--- src/verilog/cnn_cfg_pkg.sv ---
// IMG_DIM must be a power of two and at least 2; image and conv RAM are addressed as {row, col}
package cnn_cfg_pkg;

  ////////////////////////////////////////////////////////////////////////////
  // Image geometry
  ////////////////////////////////////////////////////////////////////////////

  // Square image edge in pixels
  localparam int IMG_DIM  = 8;
  localparam int IMG_BITS = 3;

  // Flat address of a pixel or conv result
  localparam int ADDR_BITS = 2 * IMG_BITS;

  // Pooled map, 2x2 blocks
  localparam int POOL_DIM       = IMG_DIM / 2;
  localparam int POOL_BITS      = IMG_BITS - 1;
  localparam int POOL_ADDR_BITS = 2 * POOL_BITS;

  ////////////////////////////////////////////////////////////////////////////
  // Data widths
  ////////////////////////////////////////////////////////////////////////////

  // Pixels unsigned, weights signed
  localparam int PIX_BITS = 8;
  localparam int WGT_BITS = 8;

  // Signed conv result, nine full-scale products fit
  localparam int ACC_BITS = 20;

  // 3x3 kernel; TAP_BITS also sizes the weight ROM address
  localparam int KERNEL_TAPS = 9;
  localparam int TAP_BITS    = 4;

endpackage

--- src/verilog/cnn_ctrl_pkg.sv ---
// Controller encodings only; window rows are one-hot with the top row in bit 2
package cnn_ctrl_pkg;

  // Sequencer states, in run order
  typedef enum logic [2:0] {
    LOAD_W,
    FILL_WIN,
    SHIFT_COL,
    WRITE_CONV,
    READ_POOL,
    WRITE_POOL,
    DONE
  } ctrl_state_e;

  // Window row select, one-hot
  typedef logic [2:0] win_row_t;

  localparam win_row_t ROW_NONE = 3'b000;
  localparam win_row_t ROW_TOP  = 3'b100;
  localparam win_row_t ROW_MID  = 3'b010;
  localparam win_row_t ROW_BOT  = 3'b001;

endpackage

--- src/verilog/conv_controller.sv ---
// Starts on reset release with no stall input; memories must answer in the same cycle
`timescale 1ns/10ps

module conv_controller
  import cnn_cfg_pkg::*;
  import cnn_ctrl_pkg::*;
(
  input  logic                      clk,
  input  logic                      rst,
  output logic [TAP_BITS-1:0]       rom_w_a,
  output logic                      rom_w_oe,
  output logic                      w_load,
  output logic [ADDR_BITS-1:0]      rom_if_a,
  output logic                      rom_if_oe,
  output win_row_t                  win_row,
  output logic                      pad_en,
  output logic                      col_shift,
  output logic [ADDR_BITS-1:0]      ram_conv_a,
  output logic                      ram_conv_we,
  output logic                      ram_conv_oe,
  output logic                      pool_first,
  output logic                      pool_en,
  output logic [POOL_ADDR_BITS-1:0] ram_pool_a,
  output logic                      ram_pool_we,
  output logic                      done
);

  ctrl_state_e         state;
  logic [TAP_BITS-1:0] phase;
  logic [IMG_BITS-1:0] row_cnt;
  logic [IMG_BITS-1:0] col_cnt;
  logic [POOL_BITS-1:0] pool_row;
  logic [POOL_BITS-1:0] pool_col;

  win_row_t            row_sel;
  logic                sel_left;
  logic                sel_right;
  logic                win_active;
  logic                pad_slot;
  logic [IMG_BITS-1:0] src_row;
  logic [IMG_BITS-1:0] src_col;

  ////////////////////////////////////////////////////////////////////////////
  // Sequencer
  ////////////////////////////////////////////////////////////////////////////

  always_ff @(posedge clk or posedge rst) begin
    if (rst) begin
      state    <= LOAD_W;
      phase    <= '0;
      row_cnt  <= '0;
      col_cnt  <= '0;
      pool_row <= '0;
      pool_col <= '0;
    end else begin
      case (state)
        LOAD_W, FILL_WIN: begin
          // Both last nine cycles
          if (phase == TAP_BITS'(KERNEL_TAPS - 1)) begin
            phase <= '0;
            state <= (state == LOAD_W) ? FILL_WIN : WRITE_CONV;
          end else begin
            phase <= phase + TAP_BITS'(1);
          end
        end
        SHIFT_COL: begin
          if (phase == TAP_BITS'(2)) begin
            phase <= '0;
            state <= WRITE_CONV;
          end else begin
            phase <= phase + TAP_BITS'(1);
          end
        end
        WRITE_CONV: begin
          if (col_cnt == IMG_BITS'(IMG_DIM - 1)) begin
            // Row counter wraps to 0 after the last row
            col_cnt <= '0;
            row_cnt <= row_cnt + IMG_BITS'(1);
            state   <= (row_cnt == IMG_BITS'(IMG_DIM - 1)) ? READ_POOL : FILL_WIN;
          end else begin
            col_cnt <= col_cnt + IMG_BITS'(1);
            state   <= SHIFT_COL;
          end
        end
        READ_POOL: begin
          if (phase == TAP_BITS'(3)) begin
            phase <= '0;
            state <= WRITE_POOL;
          end else begin
            phase <= phase + TAP_BITS'(1);
          end
        end
        WRITE_POOL: begin
          if (pool_col == POOL_BITS'(POOL_DIM - 1)) begin
            pool_col <= '0;
            pool_row <= pool_row + POOL_BITS'(1);
            state    <= (pool_row == POOL_BITS'(POOL_DIM - 1)) ? DONE : READ_POOL;
          end else begin
            pool_col <= pool_col + POOL_BITS'(1);
            state    <= READ_POOL;
          end
        end
        default: state <= DONE;
      endcase
    end
  end

  ////////////////////////////////////////////////////////////////////////////
  // Window slot and padding
  ////////////////////////////////////////////////////////////////////////////

  always_comb begin
    row_sel   = ROW_NONE;
    sel_left  = 1'b0;
    sel_right = 1'b0;
    case (state)
      FILL_WIN: begin
        // Column-major with three rows per column
        case (phase)
          TAP_BITS'(0), TAP_BITS'(3), TAP_BITS'(6): row_sel = ROW_TOP;
          TAP_BITS'(1), TAP_BITS'(4), TAP_BITS'(7): row_sel = ROW_MID;
          default:                                  row_sel = ROW_BOT;
        endcase
        sel_left  = (phase < TAP_BITS'(3));
        sel_right = (phase > TAP_BITS'(5));
      end
      SHIFT_COL: begin
        case (phase)
          TAP_BITS'(0): row_sel = ROW_TOP;
          TAP_BITS'(1): row_sel = ROW_MID;
          default:      row_sel = ROW_BOT;
        endcase
        sel_right = 1'b1;
      end
      default: ;
    endcase
  end

  // Source pixel wraps modulo IMG_DIM; a wrapped slot is always padded
  assign src_row = (row_sel == ROW_TOP) ? row_cnt - IMG_BITS'(1) :
                   (row_sel == ROW_BOT) ? row_cnt + IMG_BITS'(1) : row_cnt;
  assign src_col = sel_left  ? col_cnt - IMG_BITS'(1) :
                   sel_right ? col_cnt + IMG_BITS'(1) : col_cnt;

  assign pad_slot = (row_sel == ROW_TOP && row_cnt == '0) ||
                    (row_sel == ROW_BOT && row_cnt == IMG_BITS'(IMG_DIM - 1)) ||
                    (sel_left && col_cnt == '0) ||
                    (sel_right && col_cnt == IMG_BITS'(IMG_DIM - 1));

  assign win_active = (state == FILL_WIN) || (state == SHIFT_COL);
  assign rom_if_a   = {src_row, src_col};
  assign rom_if_oe  = win_active && !pad_slot;
  assign pad_en     = win_active && pad_slot;
  assign win_row    = row_sel;

  // New right column opens on the top-row cycle
  assign col_shift = win_active && (row_sel == ROW_TOP);

  ////////////////////////////////////////////////////////////////////////////
  // Weight, conv and pool memories
  ////////////////////////////////////////////////////////////////////////////

  // Weight fetch stays quiet while rst is held
  assign rom_w_a  = phase;
  assign rom_w_oe = (state == LOAD_W) && !rst;
  assign w_load   = (state == LOAD_W) && !rst;

  // Phase bit 1 picks the block row and bit 0 the block column
  assign ram_conv_a = (state == WRITE_CONV) ? {row_cnt, col_cnt} :
                      {pool_row, phase[1], pool_col, phase[0]};
  assign ram_conv_we = (state == WRITE_CONV);
  assign ram_conv_oe = (state == READ_POOL);

  assign pool_en     = (state == READ_POOL);
  assign pool_first  = (state == READ_POOL) && (phase == '0);
  assign ram_pool_a  = {pool_row, pool_col};
  assign ram_pool_we = (state == WRITE_POOL);

  assign done = (state == DONE);

endmodule

--- src/verilog/window_buffer.sv ---
// Window is row-major, tap 0 top-left; new pixels always enter the right column
`timescale 1ns/10ps

module window_buffer
  import cnn_cfg_pkg::*;
  import cnn_ctrl_pkg::*;
(
  input  logic                clk,
  input  logic                rst,
  input  logic [PIX_BITS-1:0] pix,
  input  win_row_t            win_row,
  input  logic                pad_en,
  input  logic                col_shift,
  input  logic                rom_if_oe,
  output logic [PIX_BITS-1:0] window [KERNEL_TAPS]
);

  // Indexed [row][col], row 0 on top
  logic [PIX_BITS-1:0] win [3][3];
  logic                capture;
  logic [PIX_BITS-1:0] cap_pix;

  assign capture = rom_if_oe || pad_en;
  assign cap_pix = pad_en ? '0 : pix;

  always_ff @(posedge clk or posedge rst) begin
    if (rst) begin
      for (int r = 0; r < 3; r++) begin
        for (int c = 0; c < 3; c++) begin
          win[r][c] <= '0;
        end
      end
    end else begin
      // Shift left; column 2 keeps its value until rewritten
      if (col_shift) begin
        for (int r = 0; r < 3; r++) begin
          win[r][0] <= win[r][1];
          win[r][1] <= win[r][2];
        end
      end
      // Top row is win_row bit 2
      if (capture) begin
        for (int r = 0; r < 3; r++) begin
          if (win_row[2-r]) begin
            win[r][2] <= cap_pix;
          end
        end
      end
    end
  end

  ////////////////////////////////////////////////////////////////////////////
  // Flatten to taps
  ////////////////////////////////////////////////////////////////////////////

  for (genvar r = 0; r < 3; r++) begin : g_row
    for (genvar c = 0; c < 3; c++) begin : g_col
      assign window[r*3+c] = win[r][c];
    end
  end

endmodule

--- src/verilog/conv_engine.sv ---
// Weights load in tap order through w_din; result is combinational from window and weights
`timescale 1ns/10ps

module conv_engine
  import cnn_cfg_pkg::*;
(
  input  logic                       clk,
  input  logic                       rst,
  input  logic signed [WGT_BITS-1:0] w_din,
  input  logic                       w_load,
  input  logic        [PIX_BITS-1:0] window [KERNEL_TAPS],
  output logic signed [ACC_BITS-1:0] conv_d
);

  logic signed [WGT_BITS-1:0] weight [KERNEL_TAPS];
  logic signed [PIX_BITS:0]   pix_s  [KERNEL_TAPS];
  logic signed [ACC_BITS-1:0] prod   [KERNEL_TAPS];

  ////////////////////////////////////////////////////////////////////////////
  // Weight chain
  ////////////////////////////////////////////////////////////////////////////

  // Enters at the top tap, so the first weight ends in tap 0
  always_ff @(posedge clk or posedge rst) begin
    if (rst) begin
      for (int k = 0; k < KERNEL_TAPS; k++) begin
        weight[k] <= '0;
      end
    end else if (w_load) begin
      for (int k = 0; k < KERNEL_TAPS - 1; k++) begin
        weight[k] <= weight[k+1];
      end
      weight[KERNEL_TAPS-1] <= w_din;
    end
  end

  ////////////////////////////////////////////////////////////////////////////
  // Dot product
  ////////////////////////////////////////////////////////////////////////////

  for (genvar k = 0; k < KERNEL_TAPS; k++) begin : g_tap
    // Zero-extend pixel so the multiply stays signed
    assign pix_s[k] = {1'b0, window[k]};
    assign prod[k]  = pix_s[k] * weight[k];
  end

  always_comb begin
    logic signed [ACC_BITS-1:0] acc;
    acc = '0;
    for (int k = 0; k < KERNEL_TAPS; k++) begin
      acc = acc + prod[k];
    end
    conv_d = acc;
  end

endmodule

--- src/verilog/max_pool.sv ---
// Signed max over the samples of one block; pool_first must mark the first sample
`timescale 1ns/10ps

module max_pool
  import cnn_cfg_pkg::*;
(
  input  logic                       clk,
  input  logic                       rst,
  input  logic signed [ACC_BITS-1:0] sample,
  input  logic                       pool_first,
  input  logic                       pool_en,
  output logic signed [ACC_BITS-1:0] pool_d
);

  logic signed [ACC_BITS-1:0] run_max;

  // First sample restarts the block, later ones only raise it
  always_ff @(posedge clk or posedge rst) begin
    if (rst) begin
      run_max <= '0;
    end else if (pool_first) begin
      run_max <= sample;
    end else if (pool_en && (sample > run_max)) begin
      run_max <= sample;
    end
  end

  // Held through WRITE_POOL
  assign pool_d = run_max;

endmodule

--- src/verilog/cnn_system_top.sv ---
// All four memories are external with combinational reads; run starts when rst falls
`timescale 1ns/10ps

module cnn_system_top
  import cnn_cfg_pkg::*;
  import cnn_ctrl_pkg::*;
(
  input  logic                       clk,
  input  logic                       rst,
  // Weight ROM
  output logic [TAP_BITS-1:0]        rom_w_a,
  output logic                       rom_w_oe,
  input  logic signed [WGT_BITS-1:0] rom_w_q,
  // Image ROM
  output logic [ADDR_BITS-1:0]       rom_if_a,
  output logic                       rom_if_oe,
  input  logic [PIX_BITS-1:0]        rom_if_q,
  // Conv RAM
  output logic [ADDR_BITS-1:0]       ram_conv_a,
  output logic                       ram_conv_we,
  output logic                       ram_conv_oe,
  input  logic signed [ACC_BITS-1:0] ram_conv_q,
  output logic signed [ACC_BITS-1:0] conv_d,
  // Pool RAM
  output logic [POOL_ADDR_BITS-1:0]  ram_pool_a,
  output logic                       ram_pool_we,
  output logic signed [ACC_BITS-1:0] pool_d,
  output logic                       done
);

  logic                w_load;
  win_row_t            win_row;
  logic                pad_en;
  logic                col_shift;
  logic                pool_first;
  logic                pool_en;
  logic [PIX_BITS-1:0] window [KERNEL_TAPS];

  conv_controller u_conv_controller (
    .clk         (clk),
    .rst         (rst),
    .rom_w_a     (rom_w_a),
    .rom_w_oe    (rom_w_oe),
    .w_load      (w_load),
    .rom_if_a    (rom_if_a),
    .rom_if_oe   (rom_if_oe),
    .win_row     (win_row),
    .pad_en      (pad_en),
    .col_shift   (col_shift),
    .ram_conv_a  (ram_conv_a),
    .ram_conv_we (ram_conv_we),
    .ram_conv_oe (ram_conv_oe),
    .pool_first  (pool_first),
    .pool_en     (pool_en),
    .ram_pool_a  (ram_pool_a),
    .ram_pool_we (ram_pool_we),
    .done        (done)
  );

  window_buffer u_window_buffer (
    .clk       (clk),
    .rst       (rst),
    .pix       (rom_if_q),
    .win_row   (win_row),
    .pad_en    (pad_en),
    .col_shift (col_shift),
    .rom_if_oe (rom_if_oe),
    .window    (window)
  );

  conv_engine u_conv_engine (
    .clk    (clk),
    .rst    (rst),
    .w_din  (rom_w_q),
    .w_load (w_load),
    .window (window),
    .conv_d (conv_d)
  );

  max_pool u_max_pool (
    .clk        (clk),
    .rst        (rst),
    .sample     (ram_conv_q),
    .pool_first (pool_first),
    .pool_en    (pool_en),
    .pool_d     (pool_d)
  );

endmodule

--- config.mk ---
export PLATFORM = sky130hd
export DESIGN_NAME = cnn_system_top
export DESIGN_NICKNAME = d
export VERILOG_FILES = /design/src/verilog/cnn_cfg_pkg.sv /design/src/verilog/cnn_ctrl_pkg.sv /design/src/verilog/conv_controller.sv /design/src/verilog/window_buffer.sv /design/src/verilog/conv_engine.sv /design/src/verilog/max_pool.sv /design/src/verilog/cnn_system_top.sv
export SDC_FILE = /design/constraint.sdc
export NUM_CORES = 2
export LEC_CHECK = 0
export BUFFER_PORTS_ARGS = -buffer_cell sky130_fd_sc_hd__clkbuf_2
export CAP_MARGIN = 20
export CORE_MARGIN = 3
export CORE_UTILIZATION = 35
export DETAILED_ROUTE_END_ITERATION = 10
export GPL_TIMING_DRIVEN = 0
export PLACE_DENSITY = 0.56
export SYNTH_ARGS = -nofsm -noshare
export SYNTH_HDL_FRONTEND = slang
export SYNTH_SLANG_ARGS = --single-unit
export TNS_END_PERCENT = 5
--- constraint.sdc ---
create_clock -name clk -period 11.6 [get_ports clk]
set_input_delay 2.32 -clock clk [delete_from_list [all_inputs] [get_ports clk]]
set_output_delay 2.32 -clock clk [all_outputs]
set_load 0.02 [all_outputs]
==> impl_summary.log <==
[metrics] ys flop type: dfrtp_1
[metrics] Vias: 22710
[metrics] Final TNS setup: 0 ps
[metrics] count of state elements after synthesis: 181
[metrics] shortest period the worst path allows: 11370 ps
[metrics] Top-Level Pins: 104
[metrics] Clock Root Buffer: clkbuf_16
[metrics] number of enable flip-flop cells after synthesis: 0
[metrics] fraction of post-synthesis cell area in the top cell type by area: 28.79%
[metrics] leading cell type in the layout, fill and taps excluded: inv_1
[metrics] effective utilization at floorplan: 35.50%
[metrics] total of endpoints with negative setup slack in the final report: 0
[metrics] final net count: 4497
[metrics] global-route wire length before repair: 133.9 mm
[metrics] remaining antenna violation count: 0
[metrics] total standard cell area after synthesis: 31570 um2
[metrics] startpoint type of the worst setup path: flop
[metrics] type of the worst min-delay path: flop to flop
[metrics] clock latency reported for the late side of the worst-skew pair: 510 ps
[metrics] hpwl dp: 67.69 mm
[metrics] RSZ-0062 raised after global routing: true
[metrics] detail-routed via count per cell: 4.790
[metrics] number of antenna violations at the first check in global routing: 1
[metrics] max capacitance violation total: 0
[metrics] Area Overhead vs Synth: 9.509%
[metrics] largest net degree at the start of global routing: 95
[metrics] Final GP Congestion: 0.8246
[metrics] fraction of final layout cells with drive strength greater than 1: 11.27%
[metrics] Slew headroom: 28.80%
[metrics] global route total overflow: 0
[metrics] number of buffers added by the clock tree synthesis step: 17
[metrics] Critical Path End Type: primary output
[metrics] max-slew violation count: 0
[metrics] vias in the first global route: 23820
[metrics] average wire per cell in the routed design: 17.37 um
[metrics] Mapped Cells: 3479
[metrics] part of the cycle the worst path needs: 98.04%
[metrics] Row Count: 109
[metrics] Area contributors post-synth: fa_1, ha_1, dfrtp_1
[metrics] diode count: 0
[metrics] Slew @ Worst Pin: 1068 ps
[metrics] type of the setup path with the least slack: flop to primary output
[metrics] quantity of I/O buffers inserted on ports: 103
[metrics] setup ws final: 227.7 ps
[metrics] run status: finished clean
[metrics] synthesized net count: 4412
[metrics] Synthesis Warnings: 0
[metrics] master of the slowest instance on the critical path: fa_1
[metrics] full die area: 93830 um2
[metrics] number of endpoints with negative hold slack in the final report: 0
[metrics] most used cells in the layout excluding fill and tap cells: inv_1, fa_1, ha_1
[metrics] total core area: 88920 um2
[metrics] crit-path max FO: 5
[metrics] number of buffers inserted by hold repair at cts: 0
[metrics] DP Worst Slack: -612.2 ps
[metrics] skew final: 19.79 ps
[metrics] Arrival @ worst endpoint: 9050 ps
[metrics] share of async-settable or async-resettable flops after synthesis: 100.0%
[metrics] DR iter-0 viols: 1014
[metrics] Cell variety after synth: 59
[metrics] share of synthesized area occupied by flip-flops and latches: 14.35%
[metrics] post-CTS clock slew at the launch and capture registers of the worst setup and hold paths: 70 ps
[metrics] number of buffers and inverters on the critical path: 9
[metrics] post-synth top area cell: fa_1
[metrics] all-layer global routing usage: 18.26%
[metrics] Req. time, crit path: 9280 ps
[metrics] buffers from clock root to sink, at most: 2
[metrics] final routed wirelength across all metal layers: 82.39 mm
[metrics] number of non-filler instances in the completed layout: 4742
[metrics] TritonCTS sink count: 181
[metrics] DRC violation count after routing: 0
[metrics] synthesized area per cell: 9.074 um2
[metrics] Max Clock Freq: 87.93 MHz
[metrics] length of the first detailed-routing pass in iterations: 5
[metrics] die outline width: 306.3 um
[metrics] largest incremental delay on the critical path: 570 ps
[metrics] CTS tree: yes
[metrics] height of the chip: 306.3 um
[metrics] cell count after placement: 4751
[metrics] family with the most delay on the worst path: adder cells
[metrics] most used cell, CP: fa_1
[metrics] count of H-tree levels built during CTS: 4
[layout make-up]
type                       instances  area [um2]
fill                            9172       54350
sequential                       181        4629
multi-input combinational       2455       24110
buffer                            39       168.9
tap                             1165        1458
clock inverter                    13       133.9
timing repair buffer             137       860.8
clock buffer                      19       432.9
inverter                         733        2780
[layer usage]
| metal | track usage, % | part of all wire [%] |
|---|---|---|
| met5 | 0 | 0 |
| met4 | 4.531 | 1.9 |
| met3 | 2.466 | 4.1 |
| met2 | 30.66 | 48 |
| met1 | 24.95 | 46 |
[worst register-to-register path, delay by kind of cell, from the launching register on]
family	cells	cell delay (ps)
AO/OA/AOI/OAI	1	300
adder cells (fa/ha/maj)	1	290
AND/OR/NAND/NOR	5	910
buffers and inverters	4	1240
flip-flops	1	460
[cells in the mapped netlist (8+ instances only)]
cell type / n
o21ai_1: 25
a21o_1: 17
fa_1: 454
and2_1: 357
o41ai_1: 16
o21ai_0: 53
nand2_1: 382
inv_1: 728
ha_1: 441
xor2_1: 45
o21a_1: 15
o31ai_1: 9
nand2_4: 8
mux2_2: 76
xnor2_1: 82
nor2b_1: 27
mux2_1: 16
nor2_1: 155
o211ai_1: 12
o21bai_1: 10
nor3_1: 33
nor4_1: 9
a21oi_1: 71
clkbuf_1: 102
nand2b_1: 35
nand3_1: 22
dfrtp_1: 181
[repair_timing]
action | in CTS | in global routing
pin swaps | 5 | 14
setup buffers | 8 | 21
resized for setup | 75 | 61
endpoints found under the setup margin | 6 | 6
[worst paths after layout]
check | startpoint | to | slack [ps] | depth (start not counted)
max reg2reg | u_conv_controller.rom_w_a[0] | u_window_buffer.window[67] | 8340 | 11
max | u_window_buffer.window[43] | conv_d[19] | 230 | 34
min | u_max_pool.pool_d[8] | u_max_pool.pool_d[8] | 520 | 1
min in group asynchronous | rst | u_conv_controller.rom_w_a[3] | 1900 | 2
max in group asynchronous | rst | u_conv_engine.weight[18] | 8680 | 3
min reg2reg | u_max_pool.pool_d[8] | u_max_pool.pool_d[8] | 520 | 1
[state kept, by name, summed over array words and instances (netlist names)]
register                    flops
u_conv_engine.weight           72
u_conv_controller.rom_w_a       4
u_conv_controller.state         3
u_conv_controller.pool_row      2
u_max_pool.pool_d              20
u_conv_controller.pool_col      2
u_window_buffer.window         72
u_conv_controller.row_cnt       3
u_conv_controller.col_cnt       3
[through the flow]
step	instance area [um2]	hold slack, ps	util (%)
4_1_cts	34220	527.4	38.49
3_3_place_gp	33540	503.2	37.72
2_1_floorplan	31570	492.6	-
6_report	34570	521.5	38.88
3_5_place_dp	33650	509.1	37.84
5_1_grt	34570	551.5	38.88
[logic make-up (layout without fill, tap and decap cells)]
kind of cell | after synthesis | in the layout | synth area share (%)
compound gates | 274 | 274 | 5.596
buf+inv | 843 | 941 | 10.10
fa+ha+maj | 895 | 895 | 46.27
simple gates | 1064 | 1064 | 16.79
flops | 181 | 181 | 14.35
xor+xnor | 127 | 127 | 3.524
mux | 95 | 95 | 3.377
Power is left out: the tool's default activity adds up to more than one toggle a clock period on the data nets, which glitch-free logic cannot reach.
